### src/rtl/adc_pkg.sv
/* adc front end package: widths, switch encodings, FSM states,
   phase timing and the conversion result record */

package adc_pkg;

  ////////////////////////////////////////////////////////////////////////////
  // widths with a meaning

  // phase length or clock count, unsigned
  typedef logic [31:0] count_t;

  // auto-zeroed reading, signed hi minus lo
  typedef logic signed [32:0] reading_t;

  // reference current selection into the integrator
  typedef logic [1:0] refmux_t;

  // switch encodings for refmux_t
  localparam refmux_t REF_OFF = 2'b00;
  // sinks charge, used to discharge a positive integrator
  localparam refmux_t REF_NEG = 2'b01;
  localparam refmux_t REF_POS = 2'b10;

  ////////////////////////////////////////////////////////////////////////////
  // state machines and sample phase

  typedef enum logic [2:0] {
    CONV_IDLE,
    CONV_RESET,
    CONV_SIGNAL,
    CONV_RUNDOWN,
    CONV_DONE
  } conv_state_t;

  typedef enum logic [1:0] {
    AZ_IDLE,
    AZ_TRIG,
    AZ_WAIT,
    AZ_STORE
  } az_state_t;

  // hi selects the input, lo selects the zero
  typedef enum logic {
    AZ_LO = 1'b0,
    AZ_HI = 1'b1
  } az_phase_t;

  ////////////////////////////////////////////////////////////////////////////
  // conversion result and timing

  typedef struct packed {
    count_t rundown_count;
    // integrator below zero at end of integration
    logic   negative;
    // comparator never crossed within the run-down limit
    logic   overrange;
  } conv_result_t;

  // integrator reset phase length in clocks
  localparam count_t RESET_CLKS = 32'd8;
  // run-down limit in clocks
  localparam count_t RUNDOWN_MAX = 32'd4096;
  // monitor bus width
  localparam int MONITOR_W = 6;

endpackage

### src/rtl/adc_conv_fsm.sv
/* conversion controller: steers the integrator switches through reset,
   signal integration and run-down, restartable by a trigger at any time */

`timescale 1ns/1ps

module adc_conv_fsm (
  input  logic                  clk,
  input  logic                  reset,
  input  adc_pkg::count_t       clk_sample_duration,
  input  logic                  adc_measure_trig,
  input  logic                  cmpr_in,
  input  adc_pkg::count_t       remaining,
  input  logic                  expired,
  output logic                  timer_load,
  output adc_pkg::count_t       timer_value,
  output logic                  cmpr_latch,
  output adc_pkg::refmux_t      refmux,
  output logic                  sigmux,
  output logic                  resetmux,
  output logic                  adc_measure_valid,
  output adc_pkg::conv_result_t conv_result
);

  adc_pkg::conv_state_t state;

  // integrator sign taken at end of integration, high when positive
  logic sign_pos;
  // comparator has moved away from the latched sign
  logic crossed;
  // last cycle of run-down, either crossing or limit
  logic rundown_end;

  assign crossed     = (cmpr_in != sign_pos);
  assign rundown_end = crossed || expired;

  ////////////////////////////////////////////////////////////////////////////
  // timer control

  // combinational so the timer takes the new phase on the same edge as the state.
  // each phase loads its length minus one, the zero count is the last clock
  always_comb
  begin
    timer_load  = 1'b0;
    timer_value = adc_pkg::RESET_CLKS - 32'd1;
    if (adc_measure_trig)
    begin
      // restart from any state
      timer_load = 1'b1;
    end
    else if (state == adc_pkg::CONV_RESET && expired)
    begin
      // duration of zero is not supported, it would wrap
      timer_load  = 1'b1;
      timer_value = clk_sample_duration - 32'd1;
    end
    else if (state == adc_pkg::CONV_SIGNAL && expired)
    begin
      timer_load  = 1'b1;
      timer_value = adc_pkg::RUNDOWN_MAX - 32'd1;
    end
  end

  ////////////////////////////////////////////////////////////////////////////
  // state and analog switches

  always_ff @(posedge clk or posedge reset)
  begin
    if (reset)
    begin
      state             <= adc_pkg::CONV_IDLE;
      sign_pos          <= 1'b0;
      cmpr_latch        <= 1'b0;
      refmux            <= adc_pkg::REF_OFF;
      sigmux            <= 1'b0;
      resetmux          <= 1'b0;
      adc_measure_valid <= 1'b0;
    end
    else if (adc_measure_trig)
    begin
      // interrupt whatever runs and short the integrator
      state             <= adc_pkg::CONV_RESET;
      adc_measure_valid <= 1'b0;
      cmpr_latch        <= 1'b0;
      refmux            <= adc_pkg::REF_OFF;
      sigmux            <= 1'b0;
      resetmux          <= 1'b1;
    end
    else
    begin
      case (state)
        adc_pkg::CONV_RESET:
        begin
          if (expired)
          begin
            // release reset, connect input
            state    <= adc_pkg::CONV_SIGNAL;
            resetmux <= 1'b0;
            sigmux   <= 1'b1;
          end
        end

        adc_pkg::CONV_SIGNAL:
        begin
          if (expired)
          begin
            // latch sign and pick the reference that drives charge back to zero
            state      <= adc_pkg::CONV_RUNDOWN;
            sigmux     <= 1'b0;
            sign_pos   <= cmpr_in;
            cmpr_latch <= 1'b1;
            refmux     <= cmpr_in ? adc_pkg::REF_NEG : adc_pkg::REF_POS;
          end
        end

        adc_pkg::CONV_RUNDOWN:
        begin
          if (rundown_end)
          begin
            state             <= adc_pkg::CONV_DONE;
            refmux            <= adc_pkg::REF_OFF;
            cmpr_latch        <= 1'b0;
            adc_measure_valid <= 1'b1;
          end
        end

        // idle and done hold until the next trigger
        default:
        begin
          state <= state;
        end
      endcase
    end
  end

  ////////////////////////////////////////////////////////////////////////////
  // result capture

  // written once at the end of run-down, stable while valid is high
  always_ff @(posedge clk)
  begin
    if (!adc_measure_trig && state == adc_pkg::CONV_RUNDOWN && rundown_end)
    begin
      // clocks of reference current before the crossing was seen
      conv_result.rundown_count <= (adc_pkg::RUNDOWN_MAX - 32'd1) - remaining;
      conv_result.negative      <= !sign_pos;
      conv_result.overrange     <= expired && !crossed;
    end
  end

endmodule

### src/rtl/adc_frontend_top.sv
/* adc front end top: conversion controller, phase timer, auto-zero
   sequencer and result registers, with a registered monitor bus */

`timescale 1ns/1ps

module adc_frontend_top (
  input  logic                            clk,
  input  logic                            reset,
  input  logic                            run,
  input  adc_pkg::count_t                 clk_sample_duration,
  input  logic                            cmpr_in,
  output logic                            cmpr_latch,
  output adc_pkg::refmux_t                refmux,
  output logic                            sigmux,
  output logic                            resetmux,
  output adc_pkg::az_phase_t              az_mux,
  output adc_pkg::reading_t               reading,
  output logic                            reading_valid,
  output logic                            overrange,
  output logic [adc_pkg::MONITOR_W-1:0]   monitor
);

  // sequencer and controller handshake
  logic                  adc_measure_trig;
  logic                  adc_measure_valid;
  adc_pkg::conv_result_t conv_result;
  // timer link
  logic                  timer_load;
  adc_pkg::count_t       timer_value;
  adc_pkg::count_t       remaining;
  logic                  expired;
  // result filing
  logic                  store;
  adc_pkg::az_phase_t    store_phase;

  adc_phase_timer i_adc_phase_timer (
    .clk        (clk),
    .reset      (reset),
    .load       (timer_load),
    .load_value (timer_value),
    .remaining  (remaining),
    .expired    (expired)
  );

  adc_conv_fsm i_adc_conv_fsm (
    .clk                 (clk),
    .reset               (reset),
    .clk_sample_duration (clk_sample_duration),
    .adc_measure_trig    (adc_measure_trig),
    .cmpr_in             (cmpr_in),
    .remaining           (remaining),
    .expired             (expired),
    .timer_load          (timer_load),
    .timer_value         (timer_value),
    .cmpr_latch          (cmpr_latch),
    .refmux              (refmux),
    .sigmux              (sigmux),
    .resetmux            (resetmux),
    .adc_measure_valid   (adc_measure_valid),
    .conv_result         (conv_result)
  );

  az_sequencer i_az_sequencer (
    .clk               (clk),
    .reset             (reset),
    .run               (run),
    .adc_measure_valid (adc_measure_valid),
    .adc_measure_trig  (adc_measure_trig),
    .az_mux            (az_mux),
    .store             (store),
    .store_phase       (store_phase)
  );

  az_result_regs i_az_result_regs (
    .clk           (clk),
    .reset         (reset),
    .store         (store),
    .store_phase   (store_phase),
    .conv_result   (conv_result),
    .reading       (reading),
    .reading_valid (reading_valid),
    .overrange     (overrange)
  );

  ////////////////////////////////////////////////////////////////////////////
  // monitor bus, every bit one clock behind its source

  always_ff @(posedge clk or posedge reset)
  begin
    if (reset)
    begin
      monitor <= '0;
    end
    else
    begin
      // bit 0 trigger up to bit 5 comparator latch
      monitor <= {cmpr_latch, sigmux, resetmux, az_mux, adc_measure_valid, adc_measure_trig};
    end
  end

endmodule

### src/rtl/adc_phase_timer.sv
/* phase timer: loadable down-counter for the conversion phases,
   holds at zero and flags it */

`timescale 1ns/1ps

module adc_phase_timer (
  input  logic            clk,
  input  logic            reset,
  input  logic            load,
  input  adc_pkg::count_t load_value,
  output adc_pkg::count_t remaining,
  output logic            expired
);

  // a load of n gives n+1 cycles before the count leaves zero,
  // the fsm loads phase length minus one for that reason
  always_ff @(posedge clk or posedge reset)
  begin
    if (reset)
    begin
      remaining <= '0;
    end
    else if (load)
    begin
      // load wins over the decrement
      remaining <= load_value;
    end
    else if (remaining != '0)
    begin
      // count down and park at zero, no wrap
      remaining <= remaining - 32'd1;
    end
  end

  // level, high for as long as the count sits at zero
  assign expired = (remaining == '0);

endmodule

### src/rtl/az_result_regs.sv
/* auto-zero result registers: keep signed hi and lo conversions
   and publish hi minus lo after each complete pair */

`timescale 1ns/1ps

module az_result_regs (
  input  logic                  clk,
  input  logic                  reset,
  input  logic                  store,
  input  adc_pkg::az_phase_t    store_phase,
  input  adc_pkg::conv_result_t conv_result,
  output adc_pkg::reading_t     reading,
  output logic                  reading_valid,
  output logic                  overrange
);

  // signed form of the incoming result
  adc_pkg::reading_t conv_signed;
  adc_pkg::reading_t magnitude;
  adc_pkg::reading_t hi_val;
  adc_pkg::reading_t lo_val;
  // hi stored since the last reading
  logic hi_seen;
  logic hi_over;
  logic lo_over;

  // zero-extend the count, then apply the integrator sign
  assign magnitude   = adc_pkg::reading_t'({1'b0, conv_result.rundown_count});
  assign conv_signed = conv_result.negative ? -magnitude : magnitude;

  // sample registers
  always_ff @(posedge clk)
  begin
    if (store && store_phase == adc_pkg::AZ_HI)
    begin
      hi_val <= conv_signed;
    end
    if (store && store_phase == adc_pkg::AZ_LO)
    begin
      lo_val <= conv_signed;
    end
  end

  // pairing and flags
  always_ff @(posedge clk or posedge reset)
  begin
    if (reset)
    begin
      hi_seen       <= 1'b0;
      hi_over       <= 1'b0;
      lo_over       <= 1'b0;
      reading_valid <= 1'b0;
    end
    else
    begin
      reading_valid <= 1'b0;
      if (store && store_phase == adc_pkg::AZ_HI)
      begin
        hi_seen <= 1'b1;
        hi_over <= conv_result.overrange;
      end
      else if (store && store_phase == adc_pkg::AZ_LO)
      begin
        lo_over <= conv_result.overrange;
        // a lone lo after idle gives no reading
        reading_valid <= hi_seen;
        hi_seen       <= 1'b0;
      end
    end
  end

  // valid the cycle after the lo store, when lo_val has just updated
  assign reading   = hi_val - lo_val;
  assign overrange = hi_over || lo_over;

endmodule

### src/rtl/az_sequencer.sv
/* auto-zero sequencer: alternates input and zero conversions,
   triggers the conversion controller and files each result */

`timescale 1ns/1ps

module az_sequencer (
  input  logic               clk,
  input  logic               reset,
  input  logic               run,
  input  logic               adc_measure_valid,
  output logic               adc_measure_trig,
  output adc_pkg::az_phase_t az_mux,
  output logic               store,
  output adc_pkg::az_phase_t store_phase
);

  adc_pkg::az_state_t state;
  // phase of the conversion being taken or about to be triggered
  adc_pkg::az_phase_t phase;

  always_ff @(posedge clk or posedge reset)
  begin
    if (reset)
    begin
      state  <= adc_pkg::AZ_IDLE;
      phase  <= adc_pkg::AZ_HI;
      az_mux <= adc_pkg::AZ_HI;
    end
    else
    begin
      case (state)
        adc_pkg::AZ_IDLE:
        begin
          // every run starts on the input sample
          phase <= adc_pkg::AZ_HI;
          if (run)
          begin
            state <= adc_pkg::AZ_TRIG;
          end
        end

        adc_pkg::AZ_TRIG:
        begin
          // input mux moves with the trigger, settles during integrator reset
          az_mux <= phase;
          state  <= adc_pkg::AZ_WAIT;
        end

        adc_pkg::AZ_WAIT:
        begin
          // controller cleared valid at the trigger edge
          if (adc_measure_valid)
          begin
            state <= adc_pkg::AZ_STORE;
          end
        end

        adc_pkg::AZ_STORE:
        begin
          phase <= (phase == adc_pkg::AZ_HI) ? adc_pkg::AZ_LO : adc_pkg::AZ_HI;
          // run low lets the finished conversion land, then stop
          if (run)
          begin
            state <= adc_pkg::AZ_TRIG;
          end
          else
          begin
            state <= adc_pkg::AZ_IDLE;
          end
        end

        default:
        begin
          state <= adc_pkg::AZ_IDLE;
        end
      endcase
    end
  end

  // one-cycle strobes decoded from state
  assign adc_measure_trig = (state == adc_pkg::AZ_TRIG);
  assign store            = (state == adc_pkg::AZ_STORE);

  // phase flips only after the store, so it still names the finished result
  assign store_phase = phase;

endmodule

### config.mk
export PLATFORM = sky130hd
export DESIGN_NAME = adc_frontend_top
export DESIGN_NICKNAME = d
export VERILOG_FILES = /design/src/rtl/adc_pkg.sv /design/src/rtl/adc_conv_fsm.sv /design/src/rtl/adc_frontend_top.sv /design/src/rtl/adc_phase_timer.sv /design/src/rtl/az_result_regs.sv /design/src/rtl/az_sequencer.sv
export SDC_FILE = /design/constraint.sdc
export NUM_CORES = 1
export LEC_CHECK = 0
export BUFFER_PORTS_ARGS = -buffer_cell sky130_fd_sc_hd__buf_2
export CORE_UTILIZATION = 55
export DETAILED_ROUTE_END_ITERATION = 12
export PLACE_DENSITY_LB_ADDON = 0.15
export SLEW_MARGIN = 20
export SYNTH_ARGS = -nofsm -noshare
export SYNTH_HDL_FRONTEND = slang
export SYNTH_HIERARCHICAL = 1
export SYNTH_SLANG_ARGS = --single-unit
### constraint.sdc
create_clock -name clk -period 4.16 [get_ports clk]
set_input_delay 0.624 -clock clk [delete_from_list [all_inputs] [get_ports clk]]
set_output_delay 0.624 -clock clk [all_outputs]
set_load 0.01 [all_outputs]
* Yosys cells after proc, flatten, opt, wreduce, memory -nomap -nowiden
Index checks and enable logic that the tools add are counted.
W data, S select, Z words.
** Word-level totals
- Input bits :: 36
- Output and inout port bits :: 47
- Register bits :: 156
- Logic and storage cells :: 115
** Cells by class
- Mux-type cells :: 41
- Reductions and logical operators :: 33
- Equal/unequal tests :: 12
- Bitwise operators :: 3
- Add/subtract/negate cells :: 5
** Operators with widths (number)
- $mux W32 :: 4
- $sub A32 B1 Y32 const B :: 2
- $mux W33 :: 1
- $neg A32 Y33 :: 1
- $sub A33 B33 Y33 :: 1
- $logic_not A32 Y1 :: 1
- $reduce_bool A32 Y1 :: 1
- $sub A12 B32 Y32 const A :: 1
- $mux W1 :: 19
- $reduce_bool A2 Y1 :: 7
- $mux W12 :: 1
- $mux W2 :: 6
- $mux W3 :: 4
- $ne A3 B2 Y1 const B :: 3
- $pmux W3 S3 :: 1
- $reduce_and A3 Y1 :: 3
- $pmux W2 S4 :: 1
- $reduce_and A2 Y1 :: 4
- $logic_and A1 B1 Y1 :: 7
- $eq A3 B2 Y1 const B :: 2
- $pmux W1 S2 :: 3
- $reduce_bool A3 Y1 :: 2
- $eq A2 B2 Y1 const B :: 2
- $ne A2 B2 Y1 const B :: 2
- 10 further kinds :: 15

* Depth between registers and ports, before layout
- Depth in word-level cells :: 6
- Depth in mapped cells :: 13
- Depth with buffers taken out :: 11

* Modules after synthesis
Netlist, hierarchy kept.
** Modules (own cells, without submodules)
- az_result_regs :: cells each 468, times used 1, sequential area each 2082.0 um2, area each 4709.5 um2
- adc_conv_fsm :: cells each 278, times used 1, sequential area each 1271.2 um2, area each 2743.9 um2
- adc_phase_timer :: cells each 196, times used 1, sequential area each 800.8 um2, area each 1836.8 um2
- az_sequencer :: cells each 23, times used 1, sequential area each 102.6 um2, area each 265.3 um2
- adc_frontend_top :: cells each 7, times used 1, sequential area each 150.1 um2, area each 153.9 um2

* Least setup slack after synthesis
No wires, ideal clock.
- Kind :: reg2reg
- Start point :: register i_adc_phase_timer.remaining[16]
- End point :: register i_adc_conv_fsm/conv_result[0] (netlist name)
- Data arrival time :: 3.779 ns
- Data required time :: 3.735 ns
- Stages on the path, launching flop included :: 8
- Clock period less this slack :: 4.204 ns
- Path buffers :: 1
- Setup slack :: -0.044 ns
- Setup time :: 0.425 ns
- Cell sequence :: dfrtp_1 nor4_1 nand3_2 nor4_4 buf_2 o21ai_0 or2_2 nor2_1
** On the way
- Longest elaborated chain between the ends :: 3
** RTL lines
- from (decl) :: RTL line adc_phase_timer.sv:11 : output adc_pkg::count_t remaining,
- from (signal assigned) :: RTL line adc_phase_timer.sv:26 : remaining <= load_value;
- from (signal assigned) :: RTL line adc_phase_timer.sv:31 : remaining <= remaining - 32'd1;
- $logic_not A32 Y1 :: RTL line adc_phase_timer.sv:36 : assign expired = (remaining == '0);
- net expired :: RTL line adc_frontend_top.sv:31 : logic expired;
- $logic_or A1 B1 Y1 :: RTL line adc_conv_fsm.sv:34 : assign rundown_end = crossed || expired;
- $logic_and A1 B1 Y1 :: RTL line adc_conv_fsm.sv:141 : if (!adc_measure_trig && state == adc_pkg::CONV_RUNDOWN && rundown_end)
The timed path passes the listed nets, and every way through them passes these cells.
A chain may end at the register's enable or synchronous reset.

* Worst setup path in the final report
- Start point :: register i_az_result_regs.lo_val[0]
- End point :: output reading[30]
** On the way
- Longest elaborated chain between the ends :: 1
** RTL lines
- from (decl) :: RTL line az_result_regs.sv:21 : adc_pkg::reading_t lo_val;
- from (signal assigned) :: RTL line az_result_regs.sv:40 : lo_val <= conv_signed;
- $sub A33 B33 Y33 :: RTL line az_result_regs.sv:73 : assign reading = hi_val - lo_val;
- to (decl) :: RTL line adc_frontend_top.sv:17 : output adc_pkg::reading_t reading,
Every way passes these cells.

==> flow_metrics.env <==
export IMPL_status="finished clean"
export IMPL_cts_tree="yes"
export IMPL_drv_slew=0
export IMPL_detail_route_antenna_nets=0
export IMPL_synth_area_top_cells="edfxtp_1 (31%), dfrtp_1 (14%), xnor2_1 (8.0%), ha_1 (5.3%), a21oi_1 (3.5%)"
export IMPL_synth_top_area_cell="edfxtp_1"
export IMPL_clk_path_buf_depth=2
export IMPL_synth_area_um2=9710
export IMPL_cts_sinks=156
export IMPL_yosys_area_share_xor_xnor_pct=10.6
export IMPL_die_area_um2=18200
export IMPL_synth_compound_area_share_pct=14.7
export IMPL_critical_path_max_fanout=3
export IMPL_slowest_delay_ns=0.41
export IMPL_seq_area_frac_synth_pct=45.4
export IMPL_antenna_found_initial=0
export IMPL_first_global_vias=6651
export IMPL_h_tree_depth=4
export IMPL_cts_made_buffers=17
export IMPL_synth_ff_type="edfxtp_1"
export IMPL_tightestPinTransition_ns=0.947
export IMPL_cts_root_buffer="clkbuf_16"
export IMPL_synth_top_family_by_area="simple AND/OR/NAND/NOR gates"
export IMPL_fin_skew_ns=0.0102
export IMPL_gp_congestion=0.893
export IMPL_routed_wl_mm=18.3
export IMPL_overflow=0
export IMPL_clk_pin_slew_worst_paths_ns=0.06
export IMPL_path_buf_inv=1
export IMPL_max_freq_ghz=0.272
export IMPL_p_leak_nw=4.14
export IMPL_drive_gt1_share_pct=14.9
export IMPL_synth_edff_count=100
export IMPL_syn_nets=1050
export IMPL_max_slew_margin_rel_pct=36.9
export IMPL_worst_slack_ns=0.479
export IMPL_path_cells="ha_1, fa_1, nand2b_1, a21oi_1, o211ai_1, o2111ai_1, a31oi_1, o22ai_1, xor2_1, buf_2"
export IMPL_area_growth_pct=12.2
export IMPL_setup_violations=0
export IMPL_final_nets=1134
export IMPL_first_iter_violations=398
export IMPL_period_needed_ns=3.68
export IMPL_wl_per_cell_um=14.1
export IMPL_numPortBuffers=82
export IMPL_dpl_worst_slack_ns=0.868
export IMPL_hold_viol=0
export IMPL_synth_seq_cells=156
export IMPL_cap_violations=0
export IMPL_drtPass1Iterations=4
export IMPL_io_pins=83
export IMPL_cts_setup_buffers=0
export IMPL_multiInputGateArea_um2=4890
export IMPL_vias_per_cell=5.55
export IMPL_seq_area_um2=4410
export IMPL_cts_resized_gates=0
export IMPL_initial_core_util_pct=56.1
export IMPL_clkLatencyLatePin_ns=0.42
export IMPL_rows=48
export IMPL_rsz0062_at_grt="no"
export IMPL_grt_max_degree=36
export IMPL_drcViolationCount=0
export IMPL_critPathTopFamily="compound AO/OA/AOI/OAI gates"
export IMPL_cp_data_arrival_time_ns=3.06
export IMPL_r2r_cells=8
export IMPL_crit_type="reg2out"
export IMPL_dp_hpwl_mm=13.8
export IMPL_synthesis_instances=972
export IMPL_layout_worst_path_cycle_share_pct=88.5
export IMPL_fillers=1442
export IMPL_startpoint_type="flip-flop"
export IMPL_fin_setup_tns_ns=0
export IMPL_synth_warnings=6
export IMPL_synth_distinct_cells=77
export IMPL_die_h_um=135
export IMPL_critPathRequiredTime_ns=3.54
export IMPL_holdBufCountCts=0
export IMPL_end_kind="output port"
export IMPL_timing_rr_start="i_adc_phase_timer/remaining[16]$_DFFE_PP0P_"
export IMPL_coreArea_um2=17300
export IMPL_fp_dieW_um=135
export IMPL_synth_async_sr_flop_share_pct=35.9
export IMPL_hold_ws_ns=0.118
export IMPL_fin_util_pct=63.0
export IMPL_irDropWorstVdd_mv=0.209
export IMPL_reg2reg_slack_ns=0.92
export IMPL_vias=7185
export IMPL_synth_top_area_share_pct=30.9
export IMPL_synth_avg_cell_area_um2=9.99
export IMPL_cpMaxStageDelayCell="fa_1"
export IMPL_powerDensity_nw_per_um2=322
export IMPL_synth_fa_ha_area_share_pct=5.49
export IMPL_yosys_area_share_simple_pct=18.2
export IMPL_grt_total_usage_pct=21.2
export IMPL_reg2reg_to="i_adc_conv_fsm/conv_result[33]$_DFFE_PP_"
export IMPL_diodes=0
export IMPL_min_path_type="in2async"
export IMPL_synthMuxAreaShare_pct=1.24
export IMPL_grt_pass1_wl_mm=31.2
==> cell families after synthesis <==
family / Yosys count
AO/OA/AOI/OAI: 225
AND/OR/NAND/NOR: 313
adder cells (fa/ha/maj): 42
multiplexers: 11
buffers and inverters: 107
flip-flops: 156
XOR/XNOR: 118
==> per-stage QoR <==
step / total power [W] / cells / cell area (um2)
after global placement: 0.00213 / 1262 / 10400
final: 0.00351 / 1294 / 10900
after detailed placement: 0.00214 / 1262 / 10400
after floorplan: 0.00205 / 972 / 9710
after global routing: 0.00365 / 1294 / 10900
after CTS: 0.00354 / 1294 / 10900
==> worst reg2reg max path: cells and delay by family (launching register included) <==
kind | cells | cell delay [ns]
flops | 1 | 0.49
buf+inv | 2 | 0.69
simple gates | 5 | 1.53
compound gates | 1 | 0.17
==> Yosys cell counts (3+ instances only) <==
cell type    n
o41ai_1      9
nand4_1      7
dfrtp_1     54
or4_4        6
xor2_1      29
nor4_4       4
a21o_1       9
o21bai_1     5
nand2b_1    11
nor2_1      54
nand3_1     13
or3_1       15
a21oi_1     67
nand3b_1     4
clkbuf_1    19
inv_1       80
o31ai_1     35
xnor2_1     89
mux2i_1      6
buf_2        4
nor4b_1      3
a211oi_1     8
nand2_1     89
nor4_1      16
mux2_2       3
and2_1       4
o211ai_1     7
a31oi_1      5
o21ai_0     54
o21ai_1      3
or4_1       20
edfxtp_1   100
or2_2        6
nor2b_1     10
o21a_1       4
o22ai_1      3
ha_1        41
nor3_1      29
==> routing by layer <==
layer	routed length [um]	part of all wire [%]	GRT usage (%)
met1	9050	49	29.6
met2	8460	46	33.8
met5	0	0	0
met4	193	1.1	6.68
met3	578	3.2	3.68
==> where the power goes <==
group	internal, W	switching, W	total (W)
combinational	0.000137	0.000140	0.000278
clock	0.000772	0.000627	0.00140
sequential	0.00172	0.000113	0.00183
total	0.00263	0.000880	0.00351
==> cells in the final DEF, fill, tap and decap left out, drive strengths merged, types with 4 or more instances in the layout <==
master and instances:
edfxtp 100, buf 91, nand2 90, xnor2 89, inv 88, a21oi 67
o21ai 57, dfrtp 54, nor2 54, ha 41, o31ai 36, nor3 30
xor2 29, or4 27, nor4 20, clkbuf 18, or3 16, nand3 14
nand2b 12, nor2b 10, o41ai 10, a21o 9, nand4 9, a211oi 8
o211ai 7, or2 6, mux2i 6, o21bai 5, a31oi 5, mux2 5
nand3b 4, and2 4, o21a 4, nor4b 4, clkinv 4
==> flip-flops by register name (all words and copies together), names as in the netlist, 2 cells and up <==
register and count:
i_adc_conv_fsm/conv_result 34, i_adc_conv_fsm/refmux 2, i_adc_conv_fsm/state 3, i_adc_phase_timer/remaining 32, i_az_result_regs/hi_val 33, i_az_result_regs/lo_val 33
i_az_sequencer/state 2, monitor 6
==> cell type report <==
class / instances / share of cell area [%]
clock inverter: 14 / 0.988
multi-input combinational: 709 / 44.9
clock buffer: 18 / 3.94
inverter: 81 / 2.79
tap: 225 / 2.58
timing repair buffer: 91 / 4.39
sequential: 156 / 40.5
==> worst max path at each step <==
stage,from,end,slack (ns),depth (start not counted)
floorplan,i_adc_phase_timer/remaining[16]$_DFFE_PP0P_,i_adc_conv_fsm/conv_result[0]$_DFFE_PP_,0.52,7
global placement,i_az_result_regs/lo_val[0]$_DFFE_PP_,reading[30],0.93,10
detailed placement,i_az_result_regs/lo_val[0]$_DFFE_PP_,reading[30],0.87,10
CTS,i_az_result_regs/lo_val[0]$_DFFE_PP_,reading[30],0.40,10
global route,i_az_result_regs/lo_val[0]$_DFFE_PP_,reading[30],0.21,10
finish,i_az_result_regs/lo_val[0]$_DFFE_PP_,reading[30],0.48,10
(Power assumes the default switching activity.)
